## src/logic/mixer_config.svh

```systemverilog
/*
 * widths and table depths for the colour mixer
 * included by the package and by every RTL module that sizes ports
 */
`ifndef MIXER_CONFIG_SVH
`define MIXER_CONFIG_SVH

// bits per colour channel, three channels per palette entry
`define COLOR_W 4

// palette address width
// top bit selects the pause bank for objects
`define PAL_AW 9

// priority table address width
// {char opaque, obj opaque, obj hint[1:0], scr1 opaque}
`define PRIO_AW 5

// priority table entry width
// bits 1:0 layer select, bits 3:2 high palette bits
`define PRIO_DW 4

`endif

```

## src/logic/mixer_pkg.sv

```systemverilog
/*
 * shared types for the colour mixer
 * modules take these with a wildcard import in their header
 */
`include "mixer_config.svh"

package mixer_pkg;

    // layer pixels as delivered by the tile and sprite generators
    typedef logic [3:0] char_pxl_t;  // all ones is transparent
    typedef logic [5:0] scr_pxl_t;   // low nibble all ones is transparent
    typedef logic [7:0] obj_pxl_t;   // 7:6 priority hint, low nibble transparent code

    // priority table entry
    typedef logic [`PRIO_DW-1:0] prio_sel_t;

    // palette side
    typedef logic [`PAL_AW-1:0] pal_addr_t;
    typedef logic [3*`COLOR_W-1:0] rgb_t;  // {red, green, blue}

    // host write address, same reach as the palette
    typedef logic [`PAL_AW-1:0] host_addr_t;

    // host palette write buffer
    typedef enum logic {
        IDLE,     // nothing buffered
        PENDING   // write held until the store grants it
    } writer_state_t;

endpackage

```

## src/logic/palette_bus_if.sv

```systemverilog
/*
 * palette memory bus, two masters and one store
 * the pixel reader owns cen cycles, the host writer gets the gaps
 */
`timescale 1ns/10ps

interface palette_bus_if import mixer_pkg::*; (
    input logic clk
);

    pal_addr_t  rd_addr;   // from the pixel pipeline
    rgb_t       rd_data;   // registered colour back
    pal_addr_t  wr_addr;
    rgb_t       wr_data;
    logic       wr_req;    // held until granted
    logic       wr_gnt;    // combinational, write lands on this edge

    modport reader (input clk, output rd_addr, input rd_data);
    modport writer (input clk, output wr_addr, output wr_data, output wr_req, input wr_gnt);
    modport store  (input clk, input rd_addr, output rd_data,
                    input wr_addr, input wr_data, input wr_req, output wr_gnt);

    // a request may only be withdrawn by its own grant
    a_req_held : assert property (@(posedge clk) wr_req && !wr_gnt |=> wr_req)
        else $error("palette write request dropped before grant");

endinterface

```

## src/logic/layer_priority.sv

```systemverilog
/*
 * layer selection for the colour mixer
 * stage 1 latches the four layer pixels with the priority table lookup,
 * stage 2 muxes the winning colour and registers the palette address
 * both stages advance on cen, the host writes the table on any clk
 */
`include "mixer_config.svh"
`timescale 1ns/10ps

module layer_priority import mixer_pkg::*; (
    input  logic                clk,
    input  logic                reset,
    input  logic                cen,
    input  char_pxl_t           char_pxl,
    input  scr_pxl_t            scr1_pxl,
    input  scr_pxl_t            scr2_pxl,
    input  obj_pxl_t            obj_pxl,
    input  logic [3:0]          gfx_en,     // 0 char, 1 scr1, 2 scr2, 3 obj
    input  logic                lvbl,
    input  logic                lhbl,
    input  logic                pause,
    input  logic                prio_we,
    input  logic [`PRIO_AW-1:0] prio_addr,
    input  logic [`PRIO_DW-1:0] prio_data,
    palette_bus_if.reader       pal
);

    // layer codes in prio entry bits 1:0
    localparam logic [1:0] LAYER_SCR2 = 2'd0;
    localparam logic [1:0] LAYER_SCR1 = 2'd1;
    localparam logic [1:0] LAYER_OBJ  = 2'd2;
    localparam logic [1:0] LAYER_CHAR = 2'd3;

    prio_sel_t              prio_mem [0:2**`PRIO_AW-1];  // loaded by host, no init

    logic                   char_opaque;
    logic                   scr1_opaque;
    logic                   obj_opaque;
    scr_pxl_t               scr2_gated;
    logic [`PRIO_AW-1:0]    prio_idx;

    // stage 1
    char_pxl_t              char_q;
    scr_pxl_t               scr1_q;
    scr_pxl_t               scr2_q;
    obj_pxl_t               obj_q;
    prio_sel_t              sel_q;

    // stage 2
    logic [5:0]             color_mux;
    logic                   obj_bank;
    pal_addr_t              pal_addr_q;

    // opaque = enabled and not the all ones code
    assign char_opaque = gfx_en[0] & ~&char_pxl;
    assign scr1_opaque = gfx_en[1] & ~&scr1_pxl[3:0];
    assign obj_opaque  = gfx_en[3] & ~&obj_pxl[3:0];

    // scroll 2 is the backmost plane and never enters the lookup
    // when disabled it shows as its transparent code
    assign scr2_gated = gfx_en[2] ? scr2_pxl : '1;

    assign prio_idx = {char_opaque, obj_opaque, obj_pxl[7:6], scr1_opaque};

    // host table write, lands on the strobe edge
    always_ff @(posedge clk) begin
        if (prio_we) begin
            prio_mem[prio_addr] <= prio_data;
        end
    end

    // pixels wait one cen so the lookup result lines up with them
    always_ff @(posedge clk) begin
        if (cen) begin
            char_q <= char_pxl;
            scr1_q <= scr1_pxl;
            scr2_q <= scr2_gated;
            obj_q  <= obj_pxl;
            sel_q  <= prio_mem[prio_idx];
        end
    end

    always_comb begin
        case (sel_q[1:0])
            LAYER_SCR2: color_mux = scr2_q;
            LAYER_SCR1: color_mux = scr1_q;
            LAYER_OBJ:  color_mux = obj_q[5:0];
            LAYER_CHAR: color_mux = {2'b00, char_q};  // chars only have 16 colours
        endcase
    end

    assign obj_bank = pause && (sel_q[1:0] == LAYER_OBJ);  // upper half during pause

    always_ff @(posedge clk) begin
        if (reset) begin
            pal_addr_q <= '0;
        end else if (cen) begin
            if (lvbl && lhbl) begin
                pal_addr_q <= {obj_bank, sel_q[3:2], color_mux};
            end else begin
                pal_addr_q <= '0;  // blanking reads entry 0
            end
        end
    end

    assign pal.rd_addr = pal_addr_q;

    // the store must never see an unknown address once reset lets go
    // tables come up unloaded, so the host fills them while blanked
    a_addr_known : assert property (@(posedge clk) disable iff (reset)
        !$isunknown(pal.rd_addr))
        else $error("palette address unknown after reset");

endmodule

```

## src/flat_wrapper.sv

```systemverilog
// flat-port wrapper written by rule: the top's interface ports become plain ports
module layer_priority_flat import mixer_pkg::*;
  (clk, reset, cen, char_pxl, scr1_pxl, scr2_pxl, obj_pxl, gfx_en, lvbl, lhbl, pause, prio_we, prio_addr, prio_data, pal_rd_addr, pal_rd_data);
  palette_bus_if pal_i (.clk(clk));
  input  logic clk;
  input  logic reset;
  input  logic cen;
  input  char_pxl_t char_pxl;
  input  scr_pxl_t scr1_pxl;
  input  scr_pxl_t scr2_pxl;
  input  obj_pxl_t obj_pxl;
  input  logic [3:0] gfx_en;
  input  logic lvbl;
  input  logic lhbl;
  input  logic pause;
  input  logic prio_we;
  input  logic [`PRIO_AW-1:0] prio_addr;
  input  logic [`PRIO_DW-1:0] prio_data;
  output wire logic [$bits(pal_i.rd_addr)-1:0] pal_rd_addr;
  input wire logic [$bits(pal_i.rd_data)-1:0] pal_rd_data;
  assign pal_rd_addr = pal_i.rd_addr;
  assign pal_i.rd_data = pal_rd_data;
  layer_priority u_core (.clk(clk), .reset(reset), .cen(cen), .char_pxl(char_pxl), .scr1_pxl(scr1_pxl), .scr2_pxl(scr2_pxl), .obj_pxl(obj_pxl), .gfx_en(gfx_en), .lvbl(lvbl), .lhbl(lhbl), .pause(pause), .prio_we(prio_we), .prio_addr(prio_addr), .prio_data(prio_data), .pal(pal_i));
endmodule
```

## config.mk

```make
export PLATFORM = sky130hd
export DESIGN_NAME = layer_priority_flat
export DESIGN_NICKNAME = d
export VERILOG_FILES = /design/src/logic/mixer_pkg.sv /design/src/logic/palette_bus_if.sv /design/src/logic/layer_priority.sv /design/src/flat_wrapper.sv
export VERILOG_INCLUDE_DIRS = /design/src /design/src/logic
export SDC_FILE = /design/constraint.sdc
export NUM_CORES = 1
export LEC_CHECK = 0
export BUFFER_PORTS_ARGS = -buffer_cell sky130_fd_sc_hd__buf_4
export CORE_MARGIN = 5
export CORE_UTILIZATION = 60
export DETAILED_ROUTE_END_ITERATION = 6
export PLACE_DENSITY = 0.79
export REMOVE_ABC_BUFFERS = 1
export SYNTH_ARGS = -nofsm -noshare
export SYNTH_HDL_FRONTEND = slang
export SYNTH_SLANG_ARGS = --single-unit
export TNS_END_PERCENT = 30
```

## constraint.sdc

```tcl
create_clock -name clk -period 3.88 [get_ports clk]
set_clock_uncertainty 0.05 [all_clocks]
set_input_delay 0.194 -clock clk [delete_from_list [all_inputs] [get_ports clk]]
set_output_delay 0.194 -clock clk [all_outputs]
set_load 0.02 [all_outputs]
```

==> metrics.md <==
| Metric | Value |
|---|---|
| Mapped Cells | 350 |
| RSZ-0062 raised after global routing | no |
| Initial antenna violation count | 0 |
| DIE HEIGHT | between 100 and 150 um |
| HP Start | prio_data[1] |
| Post-synthesis sequential area ratio | 0.736 |
| Period minus WS final | 2.47 ns |
| CP arrival | 2.71 ns |
| Pwr dens | between 400 and 500 nW/um^2 |
| Worst-margin pin slew | around 0.60 ns |
| CP Max Fanout | 34 |
| Final Cell Area | 7830 sq um |
| Rows | 38 |
| Final Max Tran Viols | 0 |
| Clk pin slew, worst setup/hold paths | 0.06 ns |
| Switching Share | 0.204 |
| Worst Hold Path Cells | 1 |
| Peak VDD IR | between 0.4 and 0.5 mV |
| Status | complete, no violations |
| Worst r2r src | u_core.prio_mem[0][2] |
| Hold worst-path end | u_core.prio_mem[6][1] |
| Total negative slack | 0 ns |
| Comb power frac | 0.065 |
| Final WS setup | 1.41 ns |
| I/O Pins | 65 |
| Total power | ~3.8 mW |
| GRT Resource Usage Total | 0.226 |
| Post-synth cell types | 36 |
| Number of CTS-inserted buffers | 17 |
| RePlAce Congestion | roughly 0.84 |
| Remaining DRCs | 0 |
| Setup Crit Path Kind | input port to register |
| Int Pwr | 3.01 mW |
| R2R Setup Slk | 2.12 ns |
| IO Port Bufs | between 50 and 60 |
| Leakage power | 2.67 nW |
| Non-Filler Instances | about 590 |
| Fmax | 405 MHz |
| Fin util | 0.729 |
| Syn Area/Cell | 18.7 sq um |
| CTS tree | built |
| DR WL/cell | 22.8 um |
| Die X | 114 um |
| Global-route wire length before repair | 21,100 um |
| Synthesis-to-layout area growth | 19.9% |
| Synthesized cell area | 6530 sq um |
| Crit path capture type | register |
| Root Buffer | clkbuf_8 |
| H-tree levels | 4 |
| R2R Path End | u_core.sel_q[2] |
| Setup Viol. Count Final | 0 |
| Nets | around 490 |
| Die area | 13,100 sq um |
| Dpl cells | 529 |
| Antenna fix cells | 0 |
| Synth area leader | edfxtp_1 |
| Slew headroom | 0.603 |
| CP Launch Point | scr1_pxl[2] |
| Pre-Repair DR Iteration Count | 5 |
| Synth top area cells | edfxtp_1 71%, mux4_1 8.1%, mux4_2 4.8% |
| Critical Path RT | 4.12 ns |
| Share of cells above drive strength 1 | 0.222 |
| Routed wire length | about 13,000 um |
| Gr ovfl total | 0 |
| Final Hold Vio Count | 0 |
| Hold crit path type | input port to register |
| Clk sinks | roughly 160 |
| Synth top area share | 0.708 |
| Vias per std cell | a little over 6 |
| Largest net degree at the start of global routing | 37 |
| Final ANT Viol Nets | 0 |
| Post-DP HPWL | 8060 um |
| Starting Density | 0.607 |
| DP Area | 6980 sq um |
| Clk_lat worst skew | 0.55 ns |
| Clock Power Share | 0.409 |
| Post-CTS repair timing setup buffer count | 0 |
| Final period utilization | 0.637 |
| R2r worst-path depth | 4 |
| DP Worst Slack | 1.45 ns |
| Vias | 3,628 |
| Fin Hold WS | 0.0237 ns |
| FF+latch count, synth | 163 |
| Startpoint Class | input port |
| Max clock buf depth | 2 |
| Max Cap Viol | 0 |
| Yosys warning total | 0 |
| Sequential share of power | 0.526 |
| Sw Pwr | roughly 0.77 mW |
| Core footprint | about 11,000 sq um |
| Initial drt markers | about 390 |
| Vias in the first global route | 3,703 |
-- kinds of logic after synthesis --
group,after synthesis,synth area share
flops,163,0.736
simple gates,107,0.0855
mux,40,0.138
compound gates,27,0.0234
buf+inv,13,0.0167
-- layer usage --
metal	track usage	part of all wire	vias to the layer above
met3	0.0682	0.081	28
met1	0.291	0.40	1806
met5	0	0	-
met4	0.101	0.023	0
met2	0.360	0.50	194
li1	-	-	1600
-- power groups by stage --
stage | logic (mW) | clock network, mW | registers, mW
2_1_floorplan | 0.102 | 0 | 2.02
3_3_place_gp | 0.211 | 0 | 2.02
3_5_place_dp | 0.217 | 0 | 2.02
4_1_cts | 0.242 | 1.56 | 1.99
5_1_grt | 0.263 | 1.66 | 1.99
6_report | 0.244 | 1.55 | 1.99
-- critical path, stage by stage --
cell	delay [ns]
dlygate4sd3_1	0.56
buf_4	0.14
nand4_2	0.12
nand2_4	0.45
mux4_1	0.67
o32a_1	0.37
o21ai_0	0.09
nor4_1	0.09
-- cells in the final DEF (no fill, tap or decap), types with 5 or more instances in the layout --
master / netlist / routed
nand2_1: 8 / 8
a21oi_1: 10 / 10
dlygate4sd3_1: 0 / 30
nor2b_1: 10 / 10
nand2b_1: 7 / 7
buf_4: 1 / 52
clkbuf_1: 4 / 7
o21ai_0: 8 / 8
clkbuf_8: 3 / 5
mux4_2: 14 / 14
nor2_1: 46 / 46
clkbuf_16: 0 / 16
o22ai_1: 6 / 6
edfxtp_1: 154 / 154
nand3b_1: 5 / 5
mux4_1: 20 / 20
dfxtp_1: 9 / 9
or3_1: 8 / 8
nand3_1: 6 / 6
-- state kept, by name (all words and copies together) (netlist names) --
signal              count
u_core.char_q           4
u_core.obj_q            6
u_core.pal.rd_addr      9
u_core.prio_mem       128
u_core.scr1_q           6
u_core.sel_q            4
u_core.scr2_q           6
-- how the worst max path moves through the flow --
stage | to | slack (ns)
5_1_grt | u_core.sel_q[1] | 1.30
6_report | u_core.sel_q[2] | 1.41
3_3_place_gp | u_core.sel_q[2] | 1.43
2_1_floorplan | u_core.sel_q[2] | 1.86
4_1_cts | u_core.sel_q[2] | 1.48
3_5_place_dp | u_core.sel_q[2] | 1.45
-- cell type report --
cell class | count | area (sq um)
fill | 638 | 2920
clock buffer | 28 | 495
sequential | 163 | 4800
clock inverter | 4 | 48.8
tap | 140 | 175
timing repair buffer | 82 | 691
multi-input combinational | 174 | 1610
-- what timing repair did --
| item | 4_1_cts | 5_1_grt |
|---|---|---|
| endpoints found under the hold margin | 31 | 0 |
| resized for setup | 0 | 0 |
| hold buffers | 30 | 0 |
-- synthesized netlist by cell type (all sizes together) --
master,number
nand2b,7
edfxtp,154
nor2,46
nand2,9
mux2i,4
nor2b,10
o22ai,6
o21ai,8
and2,2
buf,6
o32a,1
nand4b,1
nand3b,5
a211oi,1
nor3,2
mux2,2
nor4,4
clkbuf,7
dfxtp,9
nand4,4
o211ai,1
a21oi,10
nand3,6
mux4,34
or3b,2
and3,1
or3,8
(Power assumes the default switching activity.)
