[src/logic/mixer_config.svh]
/*
 * widths and table depths for the colour mixer
 * included by the package and by every RTL module that sizes ports
 */
`ifndef MIXER_CONFIG_SVH
`define MIXER_CONFIG_SVH

// bits per colour channel, three channels per palette entry
`define COLOR_W 4

// palette address width
// top bit selects the pause bank for objects
`define PAL_AW 9

// priority table address width
// {char opaque, obj opaque, obj hint[1:0], scr1 opaque}
`define PRIO_AW 5

// priority table entry width
// bits 1:0 layer select, bits 3:2 high palette bits
`define PRIO_DW 4

`endif

[src/logic/mixer_pkg.sv]
/*
 * shared types for the colour mixer
 * modules take these with a wildcard import in their header
 */
`include "mixer_config.svh"

package mixer_pkg;

    // layer pixels as delivered by the tile and sprite generators
    typedef logic [3:0] char_pxl_t;  // all ones is transparent
    typedef logic [5:0] scr_pxl_t;   // low nibble all ones is transparent
    typedef logic [7:0] obj_pxl_t;   // 7:6 priority hint, low nibble transparent code

    // priority table entry
    typedef logic [`PRIO_DW-1:0] prio_sel_t;

    // palette side
    typedef logic [`PAL_AW-1:0] pal_addr_t;
    typedef logic [3*`COLOR_W-1:0] rgb_t;  // {red, green, blue}

    // host write address, same reach as the palette
    typedef logic [`PAL_AW-1:0] host_addr_t;

    // host palette write buffer
    typedef enum logic {
        IDLE,     // nothing buffered
        PENDING   // write held until the store grants it
    } writer_state_t;

endpackage

[src/logic/palette_bus_if.sv]
/*
 * palette memory bus, two masters and one store
 * the pixel reader owns cen cycles, the host writer gets the gaps
 */
`timescale 1ns/10ps

interface palette_bus_if import mixer_pkg::*; (
    input logic clk
);

    pal_addr_t  rd_addr;   // from the pixel pipeline
    rgb_t       rd_data;   // registered colour back
    pal_addr_t  wr_addr;
    rgb_t       wr_data;
    logic       wr_req;    // held until granted
    logic       wr_gnt;    // combinational, write lands on this edge

    modport reader (input clk, output rd_addr, input rd_data);
    modport writer (input clk, output wr_addr, output wr_data, output wr_req, input wr_gnt);
    modport store  (input clk, input rd_addr, output rd_data,
                    input wr_addr, input wr_data, input wr_req, output wr_gnt);

    // a request may only be withdrawn by its own grant
    a_req_held : assert property (@(posedge clk) wr_req && !wr_gnt |=> wr_req)
        else $error("palette write request dropped before grant");

endinterface

[src/logic/palette_writer.sv]
/*
 * host write decoder
 * priority table writes pass straight through, palette writes are
 * buffered and held on the palette bus until the store grants them
 */
`include "mixer_config.svh"
`timescale 1ns/10ps

module palette_writer import mixer_pkg::*; (
    input  logic                clk,
    input  logic                reset,
    input  logic                host_we,      // one clk strobe
    input  logic                host_target,  // 0 palette, 1 priority table
    input  host_addr_t          host_addr,
    input  rgb_t                host_data,
    output logic                host_busy,
    output logic                prio_we,
    output logic [`PRIO_AW-1:0] prio_addr,
    output logic [`PRIO_DW-1:0] prio_data,
    palette_bus_if.writer       pal
);

    writer_state_t  state_q;
    pal_addr_t      addr_q;   // buffered palette write
    rgb_t           data_q;

    // table writes never wait
    assign prio_we   = host_we && host_target;
    assign prio_addr = host_addr[`PRIO_AW-1:0];
    assign prio_data = host_data[`PRIO_DW-1:0];

    always_ff @(posedge clk) begin
        if (reset) begin
            state_q <= IDLE;
        end else begin
            case (state_q)
                IDLE:    if (host_we && !host_target) state_q <= PENDING;
                PENDING: if (pal.wr_gnt) state_q <= IDLE;  // written on this edge
            endcase
        end
    end

    always_ff @(posedge clk) begin
        if (host_we && !host_target) begin
            addr_q <= host_addr;
            data_q <= host_data;
        end
    end

    assign pal.wr_req  = (state_q == PENDING);
    assign pal.wr_addr = addr_q;
    assign pal.wr_data = data_q;
    assign host_busy   = (state_q == PENDING);

    // a new strobe would overwrite the buffer before it reached memory
    a_no_we_busy : assert property (@(posedge clk) disable iff (reset)
        host_we |-> state_q != PENDING)
        else $error("host write strobe while palette write pending");

endmodule

[src/flat_wrapper.sv]
// flat-port wrapper written by rule: the top's interface ports become plain ports
module palette_writer_flat import mixer_pkg::*;
  (clk, reset, host_we, host_target, host_addr, host_data, host_busy, prio_we, prio_addr, prio_data, pal_wr_addr, pal_wr_data, pal_wr_req, pal_wr_gnt);
  palette_bus_if pal_i (.clk(clk));
  input  logic clk;
  input  logic reset;
  input  logic host_we;
  input  logic host_target;
  input  host_addr_t host_addr;
  input  rgb_t host_data;
  output logic host_busy;
  output logic prio_we;
  output logic [`PRIO_AW-1:0] prio_addr;
  output logic [`PRIO_DW-1:0] prio_data;
  output wire logic [$bits(pal_i.wr_addr)-1:0] pal_wr_addr;
  output wire logic [$bits(pal_i.wr_data)-1:0] pal_wr_data;
  output wire logic [$bits(pal_i.wr_req)-1:0] pal_wr_req;
  input wire logic [$bits(pal_i.wr_gnt)-1:0] pal_wr_gnt;
  assign pal_wr_addr = pal_i.wr_addr;
  assign pal_wr_data = pal_i.wr_data;
  assign pal_wr_req = pal_i.wr_req;
  assign pal_i.wr_gnt = pal_wr_gnt;
  palette_writer u_core (.clk(clk), .reset(reset), .host_we(host_we), .host_target(host_target), .host_addr(host_addr), .host_data(host_data), .host_busy(host_busy), .prio_we(prio_we), .prio_addr(prio_addr), .prio_data(prio_data), .pal(pal_i));
endmodule
[config.mk]
export PLATFORM = sky130hd
export DESIGN_NAME = palette_writer_flat
export DESIGN_NICKNAME = d
export VERILOG_FILES = /design/src/logic/mixer_pkg.sv /design/src/logic/palette_bus_if.sv /design/src/logic/palette_writer.sv /design/src/flat_wrapper.sv
export VERILOG_INCLUDE_DIRS = /design/src /design/src/logic
export SDC_FILE = /design/constraint.sdc
export NUM_CORES = 1
export LEC_CHECK = 0
export ABC_AREA = 1
export BUFFER_PORTS_ARGS = -buffer_cell sky130_fd_sc_hd__buf_2
export CAP_MARGIN = 20
export CORE_MARGIN = 2
export CORE_UTILIZATION = 35
export CTS_CLUSTER_DIAMETER = 50
export DETAILED_ROUTE_END_ITERATION = 8
export PLACE_DENSITY = 0.73
export SLEW_MARGIN = 20
export SYNTH_ARGS = -nofsm -noshare
export SYNTH_HDL_FRONTEND = slang
export SYNTH_SLANG_ARGS = --single-unit
[constraint.sdc]
create_clock -name clk -period 2.2 [get_ports clk]
set_input_delay 0 -clock clk [delete_from_list [all_inputs] [get_ports clk]]
set_output_delay 0 -clock clk [all_outputs]
set_load 0.02 [all_outputs]
==> results of run 1 <==
-- routing by layer --
layer,GRT usage,wire (µm),vias to the layer above
li1,-,-,285
met2,0.2446,826,36
met1,0.1219,584,272
met5,0,0,-
met3,0.04094,166,2
met4,0.06757,7,0
-- cell type report --
class	instances	area, µm²	area share
Sequential cell	22	650.6	0.5058
Timing Repair Buffer	82	530.5	0.4125
Tap cell	27	33.78	0.02626
Multi-Input combinational cell	5	26.28	0.02043
Clock buffer	3	22.52	0.01751
Inverter	5	18.77	0.01459
Clock inverter	1	3.754	0.002918
-- state kept, by name, summed over array words and instances (netlist names) --
register / count
u_core.pal.wr_data: 12
u_core.pal.wr_addr: 9
u_core.host_busy: 1
-- worst max-delay path, cell delays in order (launching register included) --
cell and delay, ns:
dfxtp_1 0.38, nand2_1 0.06, nand2_1 0.05, dlygate4sd3_1 0.56, a21oi_2 0.03, dlygate4sd3_1 0.54
-- cell families after synthesis --
| kind of cell | share of synthesized area |
|---|---|
| compound gates | 0.01137 |
| buf+inv | 0.1218 |
| flops | 0.8442 |
| simple gates | 0.02273 |
-- synth_stat cells (all sizes together) --
cell type | n | area (µm²)
buf | 10 | 75.07
dfxtp | 1 | 20.02
nand2 | 4 | 17.52
edfxtp | 21 | 630.6
a21oi | 1 | 8.760
inv | 5 | 18.77
-- per-stage QoR --
step           std cells  power [mW]    util  hold slack (ns)
6_report             145      0.8191  0.6361           0.3242
5_1_grt              145      0.8620  0.6361           0.3739
4_1_cts              145      0.8322  0.6361           0.3238
3_5_place_dp         117      0.6286  0.5043           0.1789
3_3_place_gp         117      0.6256  0.5043           0.1776
2_1_floorplan         42      0.5821       -          0.09887
-- worst paths after layout --
check              startpoint          endpoint  slack (ns)
max          u_core.host_busy  u_core.host_busy        0.47
min               host_target           prio_we        0.32
max reg2reg  u_core.host_busy  u_core.host_busy        0.47
min reg2reg  u_core.host_busy  u_core.host_busy        1.05
-- power breakdown --
| part | internal, mW | switching [mW] | leakage [nW] |
|---|---|---|---|
| clock network | 0.0658 | 0.101 | 0.0154 |
| registers | 0.489 | 0.00683 | 0.205 |
| logic | 0.0710 | 0.0848 | 0.372 |
-- repair_timing --
item | in CTS | in global routing
endpoints found under the hold margin | 22 | 0
buffers inserted | 0 | 0
hold buffers | 24 | 0
==> impl_metrics.py, run 1 <==
metrics = {
    "global_routing": {
        "grt_pass1_wl_um": 2332,
        "antenna_found_initial": 0,
        "grt_pass1_vias": 560,
        "grtUsageTotal": 0.1293,
        "grt-ovfl-total": 0,
        "grt_max_degree": 22,
    },
    "sta": {
        "setup_viol": 0,
        "fmax_mhz": 576.4,
        "tns_ns": 0,
        "finalHoldViolCount": 0,
        "final_max_slew_viol_count": 0,
        "rsz0062_at_grt": "no",
        "slew_headroom": 0.5071,
        "fin_ws_ns": 0.4651,
        "min_period_ns": 1.735,
        "skew_ns": 0,
        "finalCritPeriodShare": 0.7886,
        "timing_worst_slew_pin_value_ns": 0.7385,
    },
    "floorplanning": {
        "dieHeight_um": 50.93,
        "dieArea_mm2": 0.002593,
        "core.rowCount": 16,
        "die_x_um": 50.93,
        "ioPinCount": 59,
        "core_area_mm2": 0.002022,
        "initial_core_util": 0.3812,
    },
    "yosys": {
        "syn-num-nets": 68,
        "syn-cell-area_um2": 770.7,
        "syn_area_per_cell_um2": 18.35,
        "ys_types": 7,
        "yosysWarnings": 0,
        "yosysSeqAreaShare": 0.8442,
        "syn_inst": 42,
        "ys_seq_elements": 22,
    },
    "route": {
        "drc": 0,
        "ant_nets": 0,
        "viasPerCell": 4.103,
        "routedWlPerCell_um": 10.93,
        "routed_wl_um": 1585,
        "num_vias": 595,
        "dr.pass1.iters": 2,
        "drtIter0Drc": 9,
    },
    "setup_path": {
        "crit_type": "flip-flop to flip-flop",
        "cp.arrival_ns": 1.92,
        "worstRegToRegCells": 5,
        "end_kind": "flip-flop",
        "cp_max_fo": 4,
        "critical_path_required_ns": 2.38,
        "start_kind": "flip-flop",
    },
    "power": {
        "power_density_mw_per_mm2": 636.9,
        "p_leak_nw": 0.5929,
        "vdd_drop_max_v": 0.0002911,
    },
    "clock_tree": {
        "h-tree-depth": 1,
        "cts.sinks": 22,
        "cts_buffer_depth": 2,
        "cts_resized": 0,
        "cts_inserted_buffers": 3,
        "clockRootBuffer": "clkbuf_4",
        "insertion_delay_ns": 0.28,
        "tritoncts": "built",
        "path_clk_slew_ns": 0.10,
    },
    "placed_design": {
        "portBuffers": 58,
        "place_area_mm2": 0.001020,
        "routabilityCongestion": 0.5877,
        "pre_cts_ws_ns": 1.033,
        "hpwlAfterDp_um": 1050,
    },
    "hold_path": {
        "min_path_cells": 4,
        "worstHoldPathType": "primary input to primary output",
    },
    "layout": {
        "final_common_cell": "buf_2",
        "final_nets": 145,
        "fill_cells": 152,
        "design_area_mm2": 0.001286,
        "final_layout_size_suffix_gt1_frac": 0.5339,
        "antenna_cells": 0,
        "final_cell_mix": "58 x buf_2, 24 x dlygate4sd3_1, 21 x edfxtp_1",
        "syn2layout_area_growth_pct": 66.88,
    },
    "run": {
        "drv_cap": 0,
    },
    "status": {
        "status": "finished clean",
    },
}
Note: power is estimated with default switching activity, not from simulation.
==> run 2: changes to the inputs <==
--- a/config.mk
+++ b/config.mk
@@ -6,7 +6,7 @@
 export SDC_FILE = /design/constraint.sdc
 export NUM_CORES = 1
 export LEC_CHECK = 0
-export ABC_AREA = 1
+export ABC_AREA = 0
 export BUFFER_PORTS_ARGS = -buffer_cell sky130_fd_sc_hd__buf_2
 export CAP_MARGIN = 20
 export CORE_MARGIN = 2
==> constraint.sdc (replaced) <==
create_clock -name clk -period 1.72 [get_ports clk]
set_input_delay 0 -clock clk [delete_from_list [all_inputs] [get_ports clk]]
set_output_delay 0 -clock clk [all_outputs]
set_load 0.02 [all_outputs]
==> impl_metrics.py, run 2 <==
metrics = {
    "status": {
        "status": "finished clean",
    },
    "yosys": {
        "ys_types": 8,
        "ys.flop_type": "edfxtp_1",
        "yosysSeqAreaShare": 0.8455,
        "yosys.area_share.simple": 0.04715,
        "yosys.area.top_type_share": 0.8195,
        "muxShareOfSynthArea": 0,
        "syn-cell-area_um2": 769.5,
        "ys_seq_elements": 22,
        "synth_compound_area_frac": 0.009756,
        "yosysMostFrequentCell": "edfxtp_1",
        "syn_inst": 37,
        "synth_largest_area_cell": "edfxtp_1",
        "synth_top_family_by_area": "buffers and inverters",
        "synth.cells.most_frequent": "21 x edfxtp_1, 10 x buf_4",
        "synth_adder_area_share": 0,
        "syn_area_per_cell_um2": 20.80,
        "synthXorXnorAreaFrac": 0,
        "yosys-top-cells-area": "edfxtp_1 82%, buf_4 9.8%, dfxtp_1 2.6%, nor2b_4 1.8%, nor3b_2 1.6%",
        "async_flop_share": 0,
        "synth_edf_count": 21,
        "syn-num-nets": 63,
        "yosysWarnings": 0,
    },
    "global_routing": {
        "grt_pass1_vias": 566,
        "grtUsageTotal": 0.1304,
        "grt_pass1_wl_um": 2352,
        "grt_use_met1": 0.1137,
        "gr-usage-met3": 0.02924,
        "grt-ovfl-total": 0,
        "gr-usage-met2": 0.2544,
        "busiest_layer": "met2",
        "antenna_found_initial": 0,
        "grt_max_degree": 23,
    },
    "power": {
        "power_density_mw_per_mm2": 833.1,
        "vdd_drop_max_v": 0.0003908,
        "p_leak_nw": 0.5641,
    },
    "floorplanning": {
        "dieArea_mm2": 0.002590,
        "initial_core_util": 0.3806,
        "core_area_mm2": 0.002022,
        "ioPinCount": 59,
        "dieHeight_um": 50.89,
        "die_x_um": 50.89,
        "core.rowCount": 16,
    },
    "sta": {
        "setup_viol": 0,
        "final_max_slew_viol_count": 0,
        "fmax_mhz": 1171,
        "finalCritPeriodShare": 0.4963,
        "min_period_ns": 0.8536,
        "slew_headroom": 0.6232,
        "timing_worst_slew_pin_value_ns": 0.5639,
        "finalHoldViolCount": 0,
        "tns_ns": 0,
        "skew_ns": 0,
        "rsz0062_at_grt": "no",
        "hold_ws_ns": 0.01018,
    },
    "hold_path": {
        "worstHoldPathType": "primary input to flip-flop",
    },
    "layout": {
        "final_common_cell": "buf_2",
        "largest_register_ffs": 12,
        "final_nets": 137,
        "final_cell_mix": "58 x buf_2, 21 x dlygate4sd3_1, 21 x edfxtp_1",
        "fill_cells": 153,
        "design_area_mm2": 0.001255,
        "antenna_cells": 0,
        "final_layout_size_suffix_gt1_frac": 0.5727,
        "syn2layout_area_growth_pct": 63.09,
    },
    "clock_tree": {
        "cts_buffer_depth": 2,
        "insertion_delay_ns": 0.28,
        "clockRootBuffer": "clkbuf_4",
        "path_clk_slew_ns": 0.11,
        "tritoncts": "built",
        "cts_inserted_buffers": 3,
        "cts.sinks": 22,
        "h-tree-depth": 1,
        "postCtsSetupBuffers": 0,
    },
    "setup_path": {
        "crit_chain": "buf_2",
        "cp_max_fo": 1,
        "critPathTopFamily": "flip-flops",
        "critical_path_required_ns": 1.72,
        "crit_type": "flip-flop to primary output",
        "path_buf_inv": 1,
        "start_kind": "flip-flop",
        "cp_slowest_stage_delay_ns": 0.39,
        "end_kind": "primary output",
        "crit_slowest_cell": "edfxtp_1",
        "cp.arrival_ns": 0.85,
    },
    "route": {
        "num_vias": 538,
        "drc": 0,
        "routedWlPerCell_um": 11.69,
        "dr.pass1.iters": 2,
        "ant_nets": 0,
        "drtIter0Drc": 1,
        "routed_wl_um": 1601,
        "viasPerCell": 3.927,
    },
    "placed_design": {
        "portBuffers": 58,
        "place_area_mm2": 0.001018,
        "routabilityCongestion": 0.6056,
    },
    "run": {
        "drv_cap": 0,
    },
}
==> run 2: area by class of cell <==
cell class | count | area (µm²) | area share
Clock buffer | 4 | 26.28 | 0.02094
Multi-Input combinational cell | 5 | 43.79 | 0.03490
Sequential cell | 22 | 650.6 | 0.5184
Tap cell | 27 | 33.78 | 0.02692
Timing Repair Buffer | 79 | 500.5 | 0.3988
==> run 2: power by group <==
group / switching (mW) / internal (mW)
registers: 0.00774 / 0.625
clock network: 0.129 / 0.0899
logic: 0.106 / 0.0866
total: 0.244 / 0.802
==> run 2: routing by layer <==
| layer | vias up | part of all wire |
|---|---|---|
| li1 | 271 | - |
| met1 | 225 | 0.37 |
| met2 | 38 | 0.51 |
| met3 | 4 | 0.095 |
| met4 | 0 | 0.027 |
| met5 | - | 0 |
==> run 2: worst register-to-register path: stages (launching register included) <==
cell and delay, ns:
dfxtp_1 0.33, nor3b_2 0.15, a21o_1 0.14
==> run 2: cells by family (layout without fill, tap and decap cells) <==
kind of cell,count (synthesis),in the layout
simple gates,4,4
flops,22,22
buf+inv,10,83
compound gates,1,1
==> run 2: worst paths after layout <==
check                                      startpoint               end  slack (ns)  depth (start not counted)
worst min register to register       u_core.host_busy  u_core.host_busy        0.56                          2
worst min-delay path                       pal_wr_gnt  u_core.host_busy        0.01                          3
worst max-delay path            u_core.pal.wr_data[8]    pal_wr_data[8]        0.87                          1
worst max register to register       u_core.host_busy  u_core.host_busy        1.01                          2
==> run 2: through the flow <==
step | std cells | setup WS (ns) | power [mW] | util
3_5_place_dp | 112 | 0.7402 | 0.8010 | 0.5037
5_1_grt | 137 | 0.8207 | 1.101 | 0.6207
4_1_cts | 137 | 0.8369 | 1.062 | 0.6207
2_1_floorplan | 37 | 0.9247 | 0.7418 | -
3_3_place_gp | 112 | 0.7473 | 0.7979 | 0.5037
6_report | 137 | 0.8664 | 1.045 | 0.6207
==> run 2: timing repair <==
action | CTS | global route
hold buffers | 21 | 0
setup endpoints to repair | 0 | 0
hold endpoints to repair | 21 | 0
resized for setup | 0 | 0
